**config.mk**
```make
export PLATFORM = sky130hd
export DESIGN_NAME = div_top
export DESIGN_NICKNAME = d
export VERILOG_FILES = /design/src/div_bus_pkg.sv /design/src/div_ctrl_pkg.sv /design/src/div_alu.sv /design/src/div_datapath.sv /design/src/div_controller.sv /design/src/div_wb_slave.sv /design/src/div_top.sv
export VERILOG_INCLUDE_DIRS = /design/src
export SDC_FILE = /design/constraint.sdc
export NUM_CORES = 1
export LEC_CHECK = 0
export ABC_AREA = 1
export BUFFER_PORTS_ARGS = -buffer_cell sky130_fd_sc_hd__buf_2
export CELL_PAD_IN_SITES_DETAIL_PLACEMENT = 1
export CELL_PAD_IN_SITES_GLOBAL_PLACEMENT = 1
export CORE_UTILIZATION = 42
export CTS_CLUSTER_DIAMETER = 30
export DETAILED_ROUTE_END_ITERATION = 16
export PLACE_DENSITY_LB_ADDON = 0.1
export SLEW_MARGIN = 5
export SYNTH_ARGS = -nofsm -noshare
export SYNTH_HDL_FRONTEND = slang
export SYNTH_SLANG_ARGS = --single-unit
```
**constraint.sdc**
```tcl
create_clock -name clk -period 4.3 [get_ports clk]
set_clock_uncertainty 0.2 [all_clocks]
set_input_delay 1.29 -clock clk [delete_from_list [all_inputs] [get_ports clk]]
set_output_delay 1.29 -clock clk [all_outputs]
set_load 0.02 [all_outputs]
```
**src/div_defs.svh**
```systemverilog
`ifndef DIV_DEFS_SVH
`define DIV_DEFS_SVH

// Divider operand width, even and at most half the bus word
`define DIV_WIDTH 16

// Iteration counter, wide enough to count DIV_WIDTH steps
`define DIV_CNT_W 5

// Wishbone data and byte address widths
`define WB_DW 32
`define WB_AW 4

// Word offsets in the byte address space
`define DIV_ADDR_OPER 4'h0 // Divisor and dividend, write starts a division
`define DIV_ADDR_STAT 4'h4 // Busy in bit 0, done in bit 1
`define DIV_ADDR_RES  4'h8 // Remainder and quotient

`endif

```
**src/div_bus_pkg.sv**
```systemverilog
`include "div_defs.svh"

package div_bus_pkg;

    // Master to slave, held stable until ack
    typedef struct packed {
        logic               cyc;
        logic               stb;
        logic               we;  // High for a write
        logic [`WB_AW-1:0]  adr; // Byte address
        logic [`WB_DW-1:0]  dat; // Write data
    } wb_req_t;

    // Slave to master
    typedef struct packed {
        logic               ack; // One cycle per access
        logic [`WB_DW-1:0]  dat; // Read data, valid with ack
    } wb_rsp_t;

    // Operand word as written by the master
    typedef struct packed {
        logic [`WB_DW/2-1:0] divisor;  // Upper half
        logic [`WB_DW/2-1:0] dividend; // Lower half
    } div_oper_t;

    // Result word as read back
    typedef struct packed {
        logic [`WB_DW/2-1:0] remainder; // Upper half
        logic [`WB_DW/2-1:0] quotient;  // Lower half
    } div_res_t;

endpackage

```
**src/div_ctrl_pkg.sv**
```systemverilog
`include "div_defs.svh"

package div_ctrl_pkg;

    // Controller FSM states
    typedef enum logic [2:0] {
        IDLE  = 3'd0, // Waiting for the first start
        LOAD  = 3'd1, // Operands into the datapath
        ITER  = 3'd2, // One shift-subtract step per cycle
        LATCH = 3'd3, // Result register update
        DONE  = 3'd4  // Result visible until the next start
    } div_state_e;

    // ALU step selection
    typedef enum logic {
        ALU_RESTORE = 1'b0, // Trial difference went negative
        ALU_SUB     = 1'b1  // Keep the difference
    } alu_op_e;

    // Datapath enables and selects, one bundle from the FSM
    typedef struct packed {
        logic    en_q;     // Dividend and quotient register
        logic    en_m;     // Divisor register
        logic    en_a;     // Partial remainder register
        logic    en_count; // Iteration counter increment
        logic    sel_q;    // 0 loads the dividend, 1 takes the ALU quotient
        logic    sel_a;    // 0 loads zero, 1 takes the ALU remainder
        logic    clear;    // Counter back to zero
        logic    en_out;   // Result register load
        alu_op_e alu_op;
    } dp_ctrl_t;

endpackage

```
**src/div_alu.sv**
```systemverilog
`timescale 1ns/100ps
`include "div_defs.svh"

module div_alu (
    input  div_ctrl_pkg::alu_op_e  alu_op,
    input  logic [`DIV_WIDTH-1:0]  divisor,
    input  logic [`DIV_WIDTH:0]    partial_diff, // Shifted remainder minus divisor, sign in MSB
    input  logic [`DIV_WIDTH-1:0]  shifted_a,    // Remainder after the left shift
    input  logic [`DIV_WIDTH-1:0]  shifted_q,    // Quotient after the left shift, LSB empty
    output logic [`DIV_WIDTH-1:0]  a_next,
    output logic [`DIV_WIDTH-1:0]  q_next
);

    // One restoring step
    always_comb begin
        if (alu_op == div_ctrl_pkg::ALU_SUB) begin
            // Divisor fits, keep the difference
            a_next = shifted_a - divisor;             // Same low bits as partial_diff
            q_next = {shifted_q[`DIV_WIDTH-1:1], 1'b1};
        end else begin
            // Add the divisor back onto the trial difference
            a_next = partial_diff[`DIV_WIDTH-1:0] + divisor;
            q_next = {shifted_q[`DIV_WIDTH-1:1], 1'b0}; // Quotient bit stays clear
        end
    end

endmodule

```
**src/div_datapath.sv**
```systemverilog
`timescale 1ns/100ps
`include "div_defs.svh"

module div_datapath (
    input  logic                    clk,
    input  logic                    rst_n,
    input  div_bus_pkg::div_oper_t  oper,       // Operands from the bus slave
    input  div_ctrl_pkg::dp_ctrl_t  ctrl,       // Enables and selects from the FSM
    input  logic                    en_final,   // Result visible on the output
    output logic                    count_done, // Last iteration in progress
    output logic                    sub_msb,    // Sign of the trial difference
    output div_bus_pkg::div_res_t   result
);

    logic [`DIV_WIDTH-1:0] m_q;          // Divisor
    logic [`DIV_WIDTH-1:0] q_q;          // Dividend shifting out, quotient shifting in
    logic [`DIV_WIDTH-1:0] a_q;          // Partial remainder
    logic [`DIV_CNT_W-1:0] count_q;
    logic [`DIV_WIDTH:0]   shifted_hi;   // Remainder with the next dividend bit, one bit wider
    logic [`DIV_WIDTH:0]   partial_diff;
    logic [`DIV_WIDTH-1:0] shifted_a;
    logic [`DIV_WIDTH-1:0] shifted_q;
    logic [`DIV_WIDTH-1:0] a_next;
    logic [`DIV_WIDTH-1:0] q_next;
    logic [`DIV_WIDTH-1:0] res_a_q;      // Latched remainder
    logic [`DIV_WIDTH-1:0] res_q_q;      // Latched quotient

    // Operand and working registers
    always_ff @(posedge clk) begin
        if (ctrl.en_m) begin
            m_q <= oper.divisor[`DIV_WIDTH-1:0];
        end
        if (ctrl.en_q) begin
            q_q <= ctrl.sel_q ? q_next : oper.dividend[`DIV_WIDTH-1:0];
        end
        if (ctrl.en_a) begin
            a_q <= ctrl.sel_a ? a_next : '0; // Remainder starts at zero
        end
    end

    // Iteration counter
    always_ff @(posedge clk or negedge rst_n) begin
        if (!rst_n) begin
            count_q <= '0;
        end else if (ctrl.clear) begin
            count_q <= '0;
        end else if (ctrl.en_count) begin
            count_q <= count_q + 1'b1;
        end
    end

    assign count_done = (count_q == `DIV_CNT_W'(`DIV_WIDTH - 1)); // Step DIV_WIDTH this cycle

    // Shift the A:Q pair left by one
    assign shifted_hi = {a_q, q_q[`DIV_WIDTH-1]};
    assign shifted_a  = shifted_hi[`DIV_WIDTH-1:0];
    assign shifted_q  = {q_q[`DIV_WIDTH-2:0], 1'b0};

    // Trial subtraction, one extra bit so the sign is never lost
    assign partial_diff = shifted_hi - {1'b0, m_q};
    assign sub_msb      = partial_diff[`DIV_WIDTH];

    div_alu i_alu (
        .alu_op       (ctrl.alu_op),
        .divisor      (m_q),
        .partial_diff (partial_diff),
        .shifted_a    (shifted_a),
        .shifted_q    (shifted_q),
        .a_next       (a_next),
        .q_next       (q_next)
    );

    // Result register, loaded once the last step has settled in A and Q
    always_ff @(posedge clk) begin
        if (ctrl.en_out) begin
            res_a_q <= a_q;
            res_q_q <= q_q;
        end
    end

    // Zero until the FSM reports the division finished
    always_comb begin
        result = '0;
        if (en_final) begin
            result.remainder[`DIV_WIDTH-1:0] = res_a_q;
            result.quotient[`DIV_WIDTH-1:0]  = res_q_q;
        end
    end

endmodule

```
**src/div_controller.sv**
```systemverilog
`timescale 1ns/100ps
`include "div_defs.svh"

module div_controller (
    input  logic                    clk,
    input  logic                    rst_n,
    input  logic                    start,      // One cycle, from the bus slave
    input  logic                    count_done, // Last step this cycle
    input  logic                    sub_msb,    // Trial difference negative
    output div_ctrl_pkg::dp_ctrl_t  ctrl,
    output logic                    en_final,   // Result output enable
    output logic                    busy,
    output logic                    done
);

    div_ctrl_pkg::div_state_e state_q;
    div_ctrl_pkg::div_state_e state_d;

    always_ff @(posedge clk or negedge rst_n) begin
        if (!rst_n) begin
            state_q <= div_ctrl_pkg::IDLE;
        end else begin
            state_q <= state_d;
        end
    end

    // Next state
    always_comb begin
        state_d = state_q;
        case (state_q)
            div_ctrl_pkg::IDLE: begin
                if (start) state_d = div_ctrl_pkg::LOAD;
            end
            div_ctrl_pkg::LOAD: begin
                state_d = div_ctrl_pkg::ITER;
            end
            div_ctrl_pkg::ITER: begin
                if (count_done) state_d = div_ctrl_pkg::LATCH; // Leave after step DIV_WIDTH
            end
            div_ctrl_pkg::LATCH: begin
                // Result register loads this cycle
                state_d = div_ctrl_pkg::DONE;
            end
            div_ctrl_pkg::DONE: begin
                if (start) state_d = div_ctrl_pkg::LOAD;
            end
            default: begin
                state_d = div_ctrl_pkg::IDLE;
            end
        endcase
    end

    // Datapath controls, decoded from the state
    always_comb begin
        ctrl = '0; // All enables off, ALU_RESTORE
        case (state_q)
            div_ctrl_pkg::LOAD: begin
                ctrl.clear = 1'b1;  // Counter to zero
                ctrl.en_m  = 1'b1;
                ctrl.en_q  = 1'b1;  // sel_q low picks the dividend
                ctrl.en_a  = 1'b1;  // sel_a low picks zero
            end
            div_ctrl_pkg::ITER: begin
                ctrl.en_a     = 1'b1;
                ctrl.en_q     = 1'b1;
                ctrl.en_count = 1'b1;
                ctrl.sel_a    = 1'b1;
                ctrl.sel_q    = 1'b1;
                // Negative trial difference means restore
                ctrl.alu_op   = sub_msb ? div_ctrl_pkg::ALU_RESTORE : div_ctrl_pkg::ALU_SUB;
            end
            div_ctrl_pkg::LATCH: begin
                ctrl.en_out = 1'b1;
            end
            default: begin
                ctrl = '0;
            end
        endcase
    end

    // Status
    assign busy     = (state_q == div_ctrl_pkg::LOAD) || (state_q == div_ctrl_pkg::ITER);
    assign done     = (state_q == div_ctrl_pkg::LATCH) || (state_q == div_ctrl_pkg::DONE);
    assign en_final = (state_q == div_ctrl_pkg::DONE); // Result register settled one cycle after done

endmodule

```
**src/div_wb_slave.sv**
```systemverilog
`timescale 1ns/100ps
`include "div_defs.svh"

module div_wb_slave (
    input  logic                    clk,
    input  logic                    rst_n,
    input  div_bus_pkg::wb_req_t    wb_req,
    output div_bus_pkg::wb_rsp_t    wb_rsp,
    input  logic                    busy,   // Division running
    input  logic                    done,   // Division finished
    input  div_bus_pkg::div_res_t   result,
    output logic                    start,  // High in the ack cycle of an accepted write
    output div_bus_pkg::div_oper_t  oper
);

    logic              ack_q;
    logic              start_q;
    logic              access;   // New access seen this cycle
    logic              is_oper;
    logic              is_stat;
    logic              is_res;
    logic [`WB_DW-1:0] rd_word;
    logic [`WB_DW-1:0] rdata_q;
    logic [`WB_DW-1:0] stat_word;
    div_bus_pkg::div_oper_t oper_q;

    // Only a fresh strobe counts, the ack cycle itself is not a new access
    assign access = wb_req.cyc && wb_req.stb && !ack_q;

    // Address decode
    assign is_oper = (wb_req.adr == `DIV_ADDR_OPER);
    assign is_stat = (wb_req.adr == `DIV_ADDR_STAT);
    assign is_res  = (wb_req.adr == `DIV_ADDR_RES);

    always_comb begin
        stat_word    = '0;
        stat_word[0] = busy;
        stat_word[1] = done;
    end

    // Read mux, unmapped offsets read as zero
    always_comb begin
        rd_word = '0;
        if (is_stat) begin
            rd_word = stat_word;
        end else if (is_res) begin
            rd_word = `WB_DW'(result); // Zero until done
        end
    end

    // Ack and start, one cycle after the strobe
    always_ff @(posedge clk or negedge rst_n) begin
        if (!rst_n) begin
            ack_q   <= 1'b0;
            start_q <= 1'b0;
        end else begin
            ack_q   <= access;
            start_q <= access && wb_req.we && is_oper && !busy; // Dropped while busy
        end
    end

    // Operand word and read data
    always_ff @(posedge clk) begin
        if (access && wb_req.we && is_oper && !busy) begin
            oper_q <= div_bus_pkg::div_oper_t'(wb_req.dat);
        end
        if (access) begin
            rdata_q <= wb_req.we ? '0 : rd_word;
        end
    end

    always_comb begin
        wb_rsp.ack = ack_q;
        wb_rsp.dat = rdata_q;
    end

    assign start = start_q;
    assign oper  = oper_q;

endmodule

```
**src/div_top.sv**
```systemverilog
`timescale 1ns/100ps
`include "div_defs.svh"

module div_top (
    input  logic                  clk,
    input  logic                  rst_n,
    input  div_bus_pkg::wb_req_t  wb_req,
    output div_bus_pkg::wb_rsp_t  wb_rsp
);

    logic                   start;
    logic                   busy;
    logic                   done;
    logic                   en_final;
    logic                   count_done;
    logic                   sub_msb;
    div_bus_pkg::div_oper_t oper;
    div_bus_pkg::div_res_t  result;
    div_ctrl_pkg::dp_ctrl_t ctrl;

    // Bus side
    div_wb_slave i_wb_slave (
        .clk    (clk),
        .rst_n  (rst_n),
        .wb_req (wb_req),
        .wb_rsp (wb_rsp),
        .busy   (busy),
        .done   (done),
        .result (result),
        .start  (start),
        .oper   (oper)
    );

    // Sequencing
    div_controller i_controller (
        .clk        (clk),
        .rst_n      (rst_n),
        .start      (start),
        .count_done (count_done),
        .sub_msb    (sub_msb),
        .ctrl       (ctrl),
        .en_final   (en_final),
        .busy       (busy),
        .done       (done)
    );

    // Registers and shift-subtract step
    div_datapath i_datapath (
        .clk        (clk),
        .rst_n      (rst_n),
        .oper       (oper),
        .ctrl       (ctrl),
        .en_final   (en_final),
        .count_done (count_done),
        .sub_msb    (sub_msb),
        .result     (result)
    );

endmodule

```
# == After elaboration in Yosys (flattened, before gate mapping) ==
# Index checks and enable logic that the tools add are counted.
# Widths: inputs -> output; s select.
# classes
add_sub_neg,4
eq_ne,9
muxes,17
bitwise,2
n_reduce_logical,16
# op_table
operator,count
$mux 16,2
$sub 17x16->17,1
$add 16x16->16,1
$sub 16x16->16,1
$pmux 3 s4,1
$mux 5,2
$mux 3,3
$eq 3x2->1 const B,2
$mux 1,6
$mux 2,3
$add 5x1->5 const B,1
$eq 5x4->1 const B,1
$logic_and 1x1->1,5
$eq 4x3->1 const B,1
$eq 4x4->1 const B,1
$logic_not 4->1,1
$reduce_or 2->1,2
$reduce_or 4->1,1
$eq 3x1->1 const B,1
$eq 3x3->1 const B,1
$logic_not 3->1,1
$logic_not 1->1,2
$logic_or 1x1->1,2
$ne 2x1->1 const B,1
4 further kinds,5
# totals
regBits,154
output_inout_bits,33
elab_cells,61

# == Logic depth before layout (Yosys ltp) ==
# Gate-level depths: netlist (run 1).
# depth
ltp_word,5
mapped_depth,25
depth_no_buf,25

# == Hierarchy ==
# From an unflattened synthesis (run 1), not the netlist that was laid out.
# hier_totals
hier_cells,1061
hier_area_um2,9332.7
# modules_own_cells
mod,instances,cells_per_inst,area_each_um2,seq_area_each_um2
div_datapath,1,447,4309.1,2527.4
div_wb_slave,1,151,2608.8,1971.9
div_alu,1,428,2168.3,0.0
div_controller,1,35,246.5,75.1

# == Worst setup path before layout (run 1) ==
# No wires, ideal clock.
# synth_timing
kind,in2reg
from,in wb_req[38] (netlist name)
to,"reg i_wb_slave.oper_q (netlist bit i_wb_slave.oper[0]), enable pin"
setup_ps,422
arrival_ps,4399
required_time_ps,3678
setup_slack_ps,-722
path_stages,4
n_path_buf,0
path_cell_list,nand2_1 nor2_1 nand4_1 nor2_1
# synth_between
elab_chain_cells,5
# synth_lines
element,line_no,source
from (decl),div_top.sv:7,"input div_bus_pkg::wb_req_t wb_req,"
$logic_and 1x1->1 (2 in a row),div_wb_slave.sv:28,assign access = wb_req.cyc && wb_req.stb && !ack_q;
via i_wb_slave.access,div_wb_slave.sv:18,logic access;
$logic_and 1x1->1 (3 in a row),div_wb_slave.sv:64,if (access && wb_req.we && is_oper && !busy) begin
to (signal assigned),div_wb_slave.sv:65,oper_q <= div_bus_pkg::div_oper_t'(wb_req.dat);
to (decl),div_wb_slave.sv:25,div_bus_pkg::div_oper_t oper_q;
# The timed path passes the listed nets, and every way through them passes these cells.
# A chain may end at the register's enable or synchronous reset.

# == Worst setup path after layout (run 1) ==
# layout_timing
from,reg i_datapath.m_q[0]
to,reg i_datapath.a_q[15] (data pin)
# layout_between
elab_chain_cells,4
word_cells_on_any_way,6
# layout_lines
element,line_no,source
from (decl),div_datapath.sv:15,logic [`DIV_WIDTH-1:0] m_q;
from (signal assigned),div_datapath.sv:31,m_q <= oper.divisor[`DIV_WIDTH-1:0];
"parallel branches: the longest is 3 deep, another holds $sub 17x16->17",n/a,
$mux 16 (*),div_alu.sv:16,if (alu_op == div_ctrl_pkg::ALU_SUB) begin
to (signal assigned),div_datapath.sv:37,a_q <= ctrl.sel_a ? a_next : '0;
to (decl),div_datapath.sv:17,logic [`DIV_WIDTH-1:0] a_q;
# Mark *: on every way between the ends.

==> impl_metrics.json, run 1 <==
{
  "hold_viol_final": 0,
  "grt_setup_unrepaired": "false",
  "place_ws_ps": 455,
  "grt_overflow": 0,
  "cts_buffer_depth": 2,
  "maxSlewHeadroom_pct": 48.7,
  "netlist_area_mm2": 0.00735,
  "drcViolationCount": 0,
  "maxCapViolations": 0,
  "wirelength_um": 16500,
  "grt_antenna_before_repair": 0,
  "die_area_mm2": 0.0180,
  "synth_compound_area_share_pct": 5.43,
  "grt_pass1_wl_um": 26200,
  "io_buffers": 73,
  "num_vias": 5022,
  "p_per_area_mw_per_mm2": 865,
  "synth-seq-cells": 154,
  "via_per_inst": 4.92,
  "seq_area_mm2": 0.00457,
  "setup_ws_ps": 413,
  "hp-class": "reg -> reg",
  "die_h_um": 134,
  "cts_tree": "built",
  "htreeDepth": 4,
  "crit_required_ps": 4280,
  "min_path_cells": 0,
  "grt_max_degree": 34,
  "hold_end": "i_datapath.m_q[8]",
  "final_util_pct": 51.4,
  "rows": 47,
  "fill_cells": 1910,
  "postSynthAreaPerCell_um2": 10.5,
  "fp.dieW_um": 134,
  "clk_latency_ps": 430,
  "synthMuxAreaShare_pct": 0.136,
  "core_mm2": 0.0168,
  "yosys_warnings": 0,
  "multiInputGateArea_mm2": 0.00234,
  "clk_pin_slew_ps": 60,
  "worstPathArrival_ps": 3870,
  "r2r_start": "i_datapath.m_q[0]",
  "worst-r2r-cell-count": 22,
  "cts_made_buffers": 17,
  "grt_pass1_vias": 5097,
  "ys_seq_area_share_pct": 62.3,
  "fin_nets": 865,
  "r2r_slack_ps": 410,
  "area_growth_pct": 17.6,
  "whs_ps": 216,
  "irDropWorstVdd_v": 0.000367,
  "power_leakage_nw": 3.88,
  "startpoint_type": "flip-flop",
  "ys_types": 42,
  "firstDrtPassIters": 4,
  "drtIter0Drc": 211,
  "tightest_slew_ps": 767,
  "place.gp.congestion": 0.863,
  "holdCritStartpoint": "i_wb_slave.oper[24]",
  "synth_top_family_by_area": "simple AND/OR/NAND/NOR gates",
  "synthSimpleGateAreaFrac_pct": 17.8,
  "reg2reg_to": "i_datapath.a_q[15]",
  "timing.final.crit_share_pct": 90.4,
  "tns_ps": 0,
  "io_pins": 74,
  "setup_viol": 0,
  "fmax_mhz": 257,
  "cts_resized": 0,
  "wire_per_inst_um": 16.1,
  "syn_nets": 778,
  "diodes": 0,
  "syn_inst": 700,
  "path_class": "reg -> reg",
  "grt_usage_pct": 19.4,
  "initial_core_util_pct": 43.7,
  "synth-xor-area-share_pct": 1.55,
  "drtAntennaViolNets": 0,
  "slew_violations": 0,
  "critPathLaunch": "i_datapath.m_q[0]",
  "endpoint_kind": "flip-flop",
  "period_minus_slack_ps": 3890,
  "crit_fanout": 6,
  "drive_above_1_share_pct": 17.5,
  "synthAdderAreaFrac_pct": 6.50,
  "ctsHoldBuffers": 0,
  "root_buffer": "clkbuf_16",
  "clock_sinks": 154,
  "status": "finished, final reports clean",
  "dpl.hpwl_um": 12300,
  "post_cts_buffers": 0
}
[final cells by class]
cell class,count,share of cell area (%)
sequential,154,52.9
tap,220,3.18
inverter,105,4.56
clock inverter,14,2.43
timing repair buffer,80,4.83
clock buffer,18,4.97
multi-input combinational,429,27.1
[registers in the layout, indices dropped and copies added (netlist names)]
register and count:
i_datapath.m_q 16, i_wb_slave.rdata_q 32, i_datapath.a_q 16, i_wb_slave.oper 32, i_datapath.res_a_q 16, i_datapath.q_q 16, i_datapath.count_q 5, i_wb_slave.ack_q 1
i_datapath.res_q_q 16, i_controller.state_q 3, i_wb_slave.start 1
[worst max-delay path by stage]
stage	endpoint	slack, ps	cells past startpoint
2_1_floorplan	i_wb_slave.oper[0]	360	4
3_3_place_gp	i_datapath.a_q[15]	690	22
3_5_place_dp	i_datapath.a_q[15]	460	20
4_1_cts	i_datapath.a_q[15]	410	22
5_1_grt	i_datapath.a_q[15]	170	22
6_report	i_datapath.a_q[15]	410	22
[through the flow]
step | power [W] | instances | cell area [µm²]
detailed placement | 0.00586 | 988 | 8000
floorplan | 0.00489 | 700 | 7350
global route | 0.00805 | 1020 | 8640
finish | 0.00748 | 1020 | 8640
global placement | 0.00572 | 988 | 8000
CTS | 0.00754 | 1020 | 8640
[cell families (layout without fill, tap and decap cells)]
logic type,after synthesis,after routing
adder cells (fa/ha/maj),37,37
flip-flops,154,154
buffers and inverters,117,217
XOR/XNOR,13,13
AND/OR/NAND/NOR,307,307
AO/OA/AOI/OAI,71,71
multiplexers,1,1
[layout by cell type (no fill, tap or decap), types with 3 or more instances in the layout]
master,synthesis,layout
inv_2,3,3
o21ai_1,3,3
nand4_1,3,3
dfrtp_1,10,10
or2_2,4,4
o21ai_0,13,13
edfxtp_1,144,144
nand2_2,5,5
nand3_1,28,28
clkinv_4,0,3
buf_4,1,7
o22ai_1,3,3
xnor2_1,7,7
nor2_1,60,58
o21bai_1,6,6
ha_1,35,35
inv_8,0,3
a21oi_1,37,37
clkbuf_16,0,17
nand2_1,188,188
nor2_4,1,3
buf_2,4,73
bufinv_16,0,4
a21oi_2,4,4
and3_1,3,3
xor2_1,6,6
inv_1,102,102
[worst max-delay path: stages (launching register included)]
cell and delay [ps]:
edfxtp_1 430, ha_1 290, fa_1 500, inv_2 110, nand2_1 50, nand2_1 90, nand3_2 80, nand2_2 120
a21oi_1 90, xnor2_1 290, ha_1 370, nand2_1 140, inv_1 70, nand2_1 80, nand2_1 80, a21oi_1 190
nand2_1 80, nand2_1 60, nand2_1 50, inv_1 70, nand3_1 80, nand2_1 80, nor2_1 40
[synth_stat cells]
| cell type | count | area share [%] |
|---|---|---|
| xnor2_1 | 7 | 0.83 |
| o21ai_1 | 3 | 0.20 |
| o21ai_0 | 13 | 0.89 |
| buf_4 | 1 | 0.10 |
| a21oi_1 | 37 | 2.5 |
| a21o_1 | 1 | 0.10 |
| ha_1 | 35 | 6.0 |
| nand3b_1 | 1 | 0.10 |
| mux2i_1 | 1 | 0.14 |
| nand2_2 | 5 | 0.43 |
| and2_1 | 1 | 0.085 |
| nand3_2 | 1 | 0.14 |
| nand3b_4 | 1 | 0.27 |
| o21a_1 | 1 | 0.10 |
| nor3_2 | 1 | 0.14 |
| nor2_1 | 60 | 3.1 |
| inv_2 | 3 | 0.15 |
| buf_6 | 2 | 0.31 |
| o211ai_1 | 1 | 0.10 |
| nor4_1 | 1 | 0.085 |
| a31oi_1 | 2 | 0.17 |
| or2_2 | 4 | 0.34 |
| nand4_1 | 3 | 0.26 |
| nor3_1 | 3 | 0.20 |
| and3_1 | 3 | 0.26 |
| nand3_1 | 28 | 1.9 |
| dfrtp_1 | 10 | 3.4 |
| o22ai_1 | 3 | 0.26 |
| nand2_1 | 188 | 9.6 |
| edfxtp_1 | 144 | 59 |
| fa_1 | 2 | 0.54 |
| nor2_4 | 1 | 0.15 |
| clkbuf_1 | 5 | 0.26 |
| inv_1 | 102 | 5.2 |
| nand3_4 | 1 | 0.24 |
| xor2_1 | 6 | 0.72 |
| o21bai_1 | 6 | 0.61 |
| nand2_4 | 2 | 0.31 |
| a21oi_2 | 4 | 0.48 |
| or2_1 | 1 | 0.085 |
| buf_2 | 4 | 0.27 |
| nor2_2 | 2 | 0.17 |
[per-layer routing]
| metal | global-route usage (%) | share of wire, % |
|---|---|---|
| met4 | 5.93 | 1.2 |
| met1 | 25.4 | 47 |
| met2 | 32.4 | 49 |
| met5 | 0 | 0 |
| met3 | 4.27 | 3.0 |
[where the power goes]
part,total (W),internal [W],switching [W]
Combinational,0.00357,0.00117,0.00240
Sequential,0.00228,0.00210,0.000180
Clock,0.00162,0.000988,0.000634
No activity file was read; power rests on OpenSTA's default activity.
==> run 2: changes to the inputs <==
--- a/config.mk
+++ b/config.mk
@@ -10,10 +10,12 @@
 export BUFFER_PORTS_ARGS = -buffer_cell sky130_fd_sc_hd__buf_2
 export CELL_PAD_IN_SITES_DETAIL_PLACEMENT = 1
 export CELL_PAD_IN_SITES_GLOBAL_PLACEMENT = 1
+export CORE_MARGIN = 2
 export CORE_UTILIZATION = 42
 export CTS_CLUSTER_DIAMETER = 30
 export DETAILED_ROUTE_END_ITERATION = 16
 export PLACE_DENSITY_LB_ADDON = 0.1
+export REMOVE_ABC_BUFFERS = 1
 export SLEW_MARGIN = 5
 export SYNTH_ARGS = -nofsm -noshare
 export SYNTH_HDL_FRONTEND = slang
==> constraint.sdc (replaced) <==
create_clock -name clk -period 3.3 [get_ports clk]
set_clock_uncertainty 0.2 [all_clocks]
set_input_delay 0.99 -clock clk [delete_from_list [all_inputs] [get_ports clk]]
set_output_delay 0.99 -clock clk [all_outputs]
set_load 0.02 [all_outputs]
==> run 2 against run 1 <==
Compared with the run above:
- the run now ends with negative setup slack left
- register-to-register slack worse by 450 ps
- cell area is 11% higher
- count of clock-buffer cells in the layout is 1 lower
- sequential share of layout area is 5.1 points lower
- worst hold slack worse by 2.1 ps
- fmax is 17% higher
- global-route usage is 0.47 points higher
- via count is 6.6% higher
- routed wire length is 13% higher
- worst setup slack worse by 450 ps
- flip-flop and latch count stayed put
- critical path depth is 1 lower
- largest cell class unchanged
==> impl_metrics.json, run 2 (same netlist as run 1, synthesis figures left out) <==
{
  "status": "complete, but fails checks",
  "violations": "negative setup slack",
  "grt_overflow": 0,
  "diodes": 0,
  "place_ws_ps": -327,
  "cp_num_buf_inv": 5,
  "die_area_mm2": 0.0186,
  "clk_latency_ps": 430,
  "grt_antenna_before_repair": 0,
  "wire_per_inst_um": 17.2,
  "drive_above_1_share_pct": 35.2,
  "period_minus_slack_ps": 3340,
  "fill_cells": 1885,
  "root_buffer": "clkbuf_16",
  "wirelength_um": 18600,
  "fin_nets": 919,
  "ctsHoldBuffers": 0,
  "via_per_inst": 4.96,
  "startpoint_type": "flip-flop",
  "cts_made_buffers": 17,
  "fp.dieW_um": 136,
  "final_util_pct": 55.7,
  "initial_core_util_pct": 42.8,
  "critPathLaunch": "i_datapath.q_q[15]",
  "crit_cells": 21,
  "drcViolationCount": 0,
  "critPathSlowestCell": "edfxtp_1",
  "die_h_um": 136,
  "io_buffers": 73,
  "num_vias": 5352,
  "slew_violations": 0,
  "maxSlewHeadroom_pct": 69.0,
  "endpoint_kind": "flip-flop",
  "rows": 48,
  "final_common_cell": "nand2_1",
  "area_growth_pct": 30.3,
  "worst-r2r-cell-count": 21,
  "io_pins": 74,
  "r2r_slack_ps": -40,
  "timing.final.crit_share_pct": 101,
  "maxCapViolations": 0,
  "grt_pass1_wl_um": 27900,
  "path_cells": "inv_2 -> ha_2 -> buf_4 -> inv_1 -> nand3_1 -> nand2_2 -> nand2_2 -> nand2_4 -> xor2_2 -> ha_1 -> nand2_1 -> inv_1 -> nand2_2 -> nor3_2 -> nand2_2 -> nand2_1 -> nand2_1 -> nand2_1 -> inv_2 -> a21oi_2 -> nor2_1",
  "htreeDepth": 4,
  "grt_max_degree": 34,
  "path_class": "reg -> reg",
  "tightest_slew_ps": 465,
  "crit_end": "i_datapath.a_q[15]",
  "firstDrtPassIters": 5,
  "max_stage_delay_ps": 420,
  "crit_family": "simple AND/OR/NAND/NOR gates",
  "grt_setup_unrepaired": "true",
  "reg2reg_to": "i_datapath.a_q[15]",
  "hp-class": "in -> async",
  "drtAntennaViolNets": 0,
  "cts_buffer_depth": 2,
  "crit_required_ps": 3290,
  "grt_pass1_vias": 5541,
  "dpl.hpwl_um": 12700,
  "fmax_mhz": 300,
  "core_mm2": 0.0172,
  "cts_tree": "built",
  "setup_ws_ps": -36.5,
  "clock_sinks": 154,
  "grt_usage_pct": 19.9,
  "whs_ps": 214,
  "drtIter0Drc": 252,
  "layout_common_cells": "154 x nand2_1, 144 x edfxtp_1, 95 x inv_1, 73 x buf_2, 60 x buf_4",
  "hold_viol_final": 0,
  "place.gp.congestion": 0.838,
  "crit_fanout": 5,
  "worstPathArrival_ps": 3330,
  "clk_pin_slew_ps": 70,
  "r2r_start": "i_datapath.q_q[15]",
  "setup_viol": 3
}
-- run 2: cell count changes in the layout (fill, tap and decap cells not counted), sizes merged --
cell	previous run	this run
buf	80	134
bufinv	4	0
inv	110	111
clkinv	4	5
clkbuf	18	17
clkinvlp	1	4
-- run 2: cell type report --
| type | count | area [µm²] | area share [%] |
|---|---|---|---|
| multi-input cells | 429 | 2950 | 30.8 |
| repair buffers | 134 | 836 | 8.73 |
| clock buffers | 17 | 425 | 4.44 |
| flip-flops and latches | 154 | 4570 | 47.8 |
| inverters | 105 | 394 | 4.12 |
| well taps | 225 | 282 | 2.94 |
| clock inverters | 15 | 114 | 1.19 |
-- run 2: layer usage --
metal / part of all wire (%) / global-route usage (%) / routed length, µm
met3: 3.3 / 4.66 / 622
met5: 0 / 0 / 0
met1: 43 / 24.8 / 8060
met2: 51 / 34.3 / 9510
met4: 2.1 / 6.42 / 399
-- run 2: stage by stage --
step,cell area [µm²],cells,TNS (ps)
final,9570,1079,-51.4
after global routing,9570,1079,-1340
after CTS,9060,1063,-53.6
after detailed placement,8250,1023,-1740
after global placement,8250,1023,-343
after floorplan,7280,688,-49540
-- run 2: what timing repair did --
| item | in CTS | in global routing |
|---|---|---|
| setup endpoints to repair | 10 | 11 |
| cloned | 0 | 0 |
| setup buffers | 8 | 16 |
| resized for setup | 41 | 83 |
| pin swaps | 18 | 39 |
-- run 2: worst min-delay path by stage --
stage,startpoint,to,slack (ps),cells after the start
floorplan,i_wb_slave.oper[16],i_datapath.m_q[0],200,0
global placement,i_wb_slave.oper[29],i_datapath.m_q[13],200,0
detailed placement,i_wb_slave.oper[31],i_datapath.m_q[15],210,0
CTS,rst_n,i_wb_slave.ack_q,210,1
global route,rst_n,i_wb_slave.ack_q,210,1
finish,rst_n,i_wb_slave.ack_q,210,1
Power of run 2 is left out: the tool's default activity adds up to more than one toggle a clock period on the data nets, which glitch-free logic cannot reach.
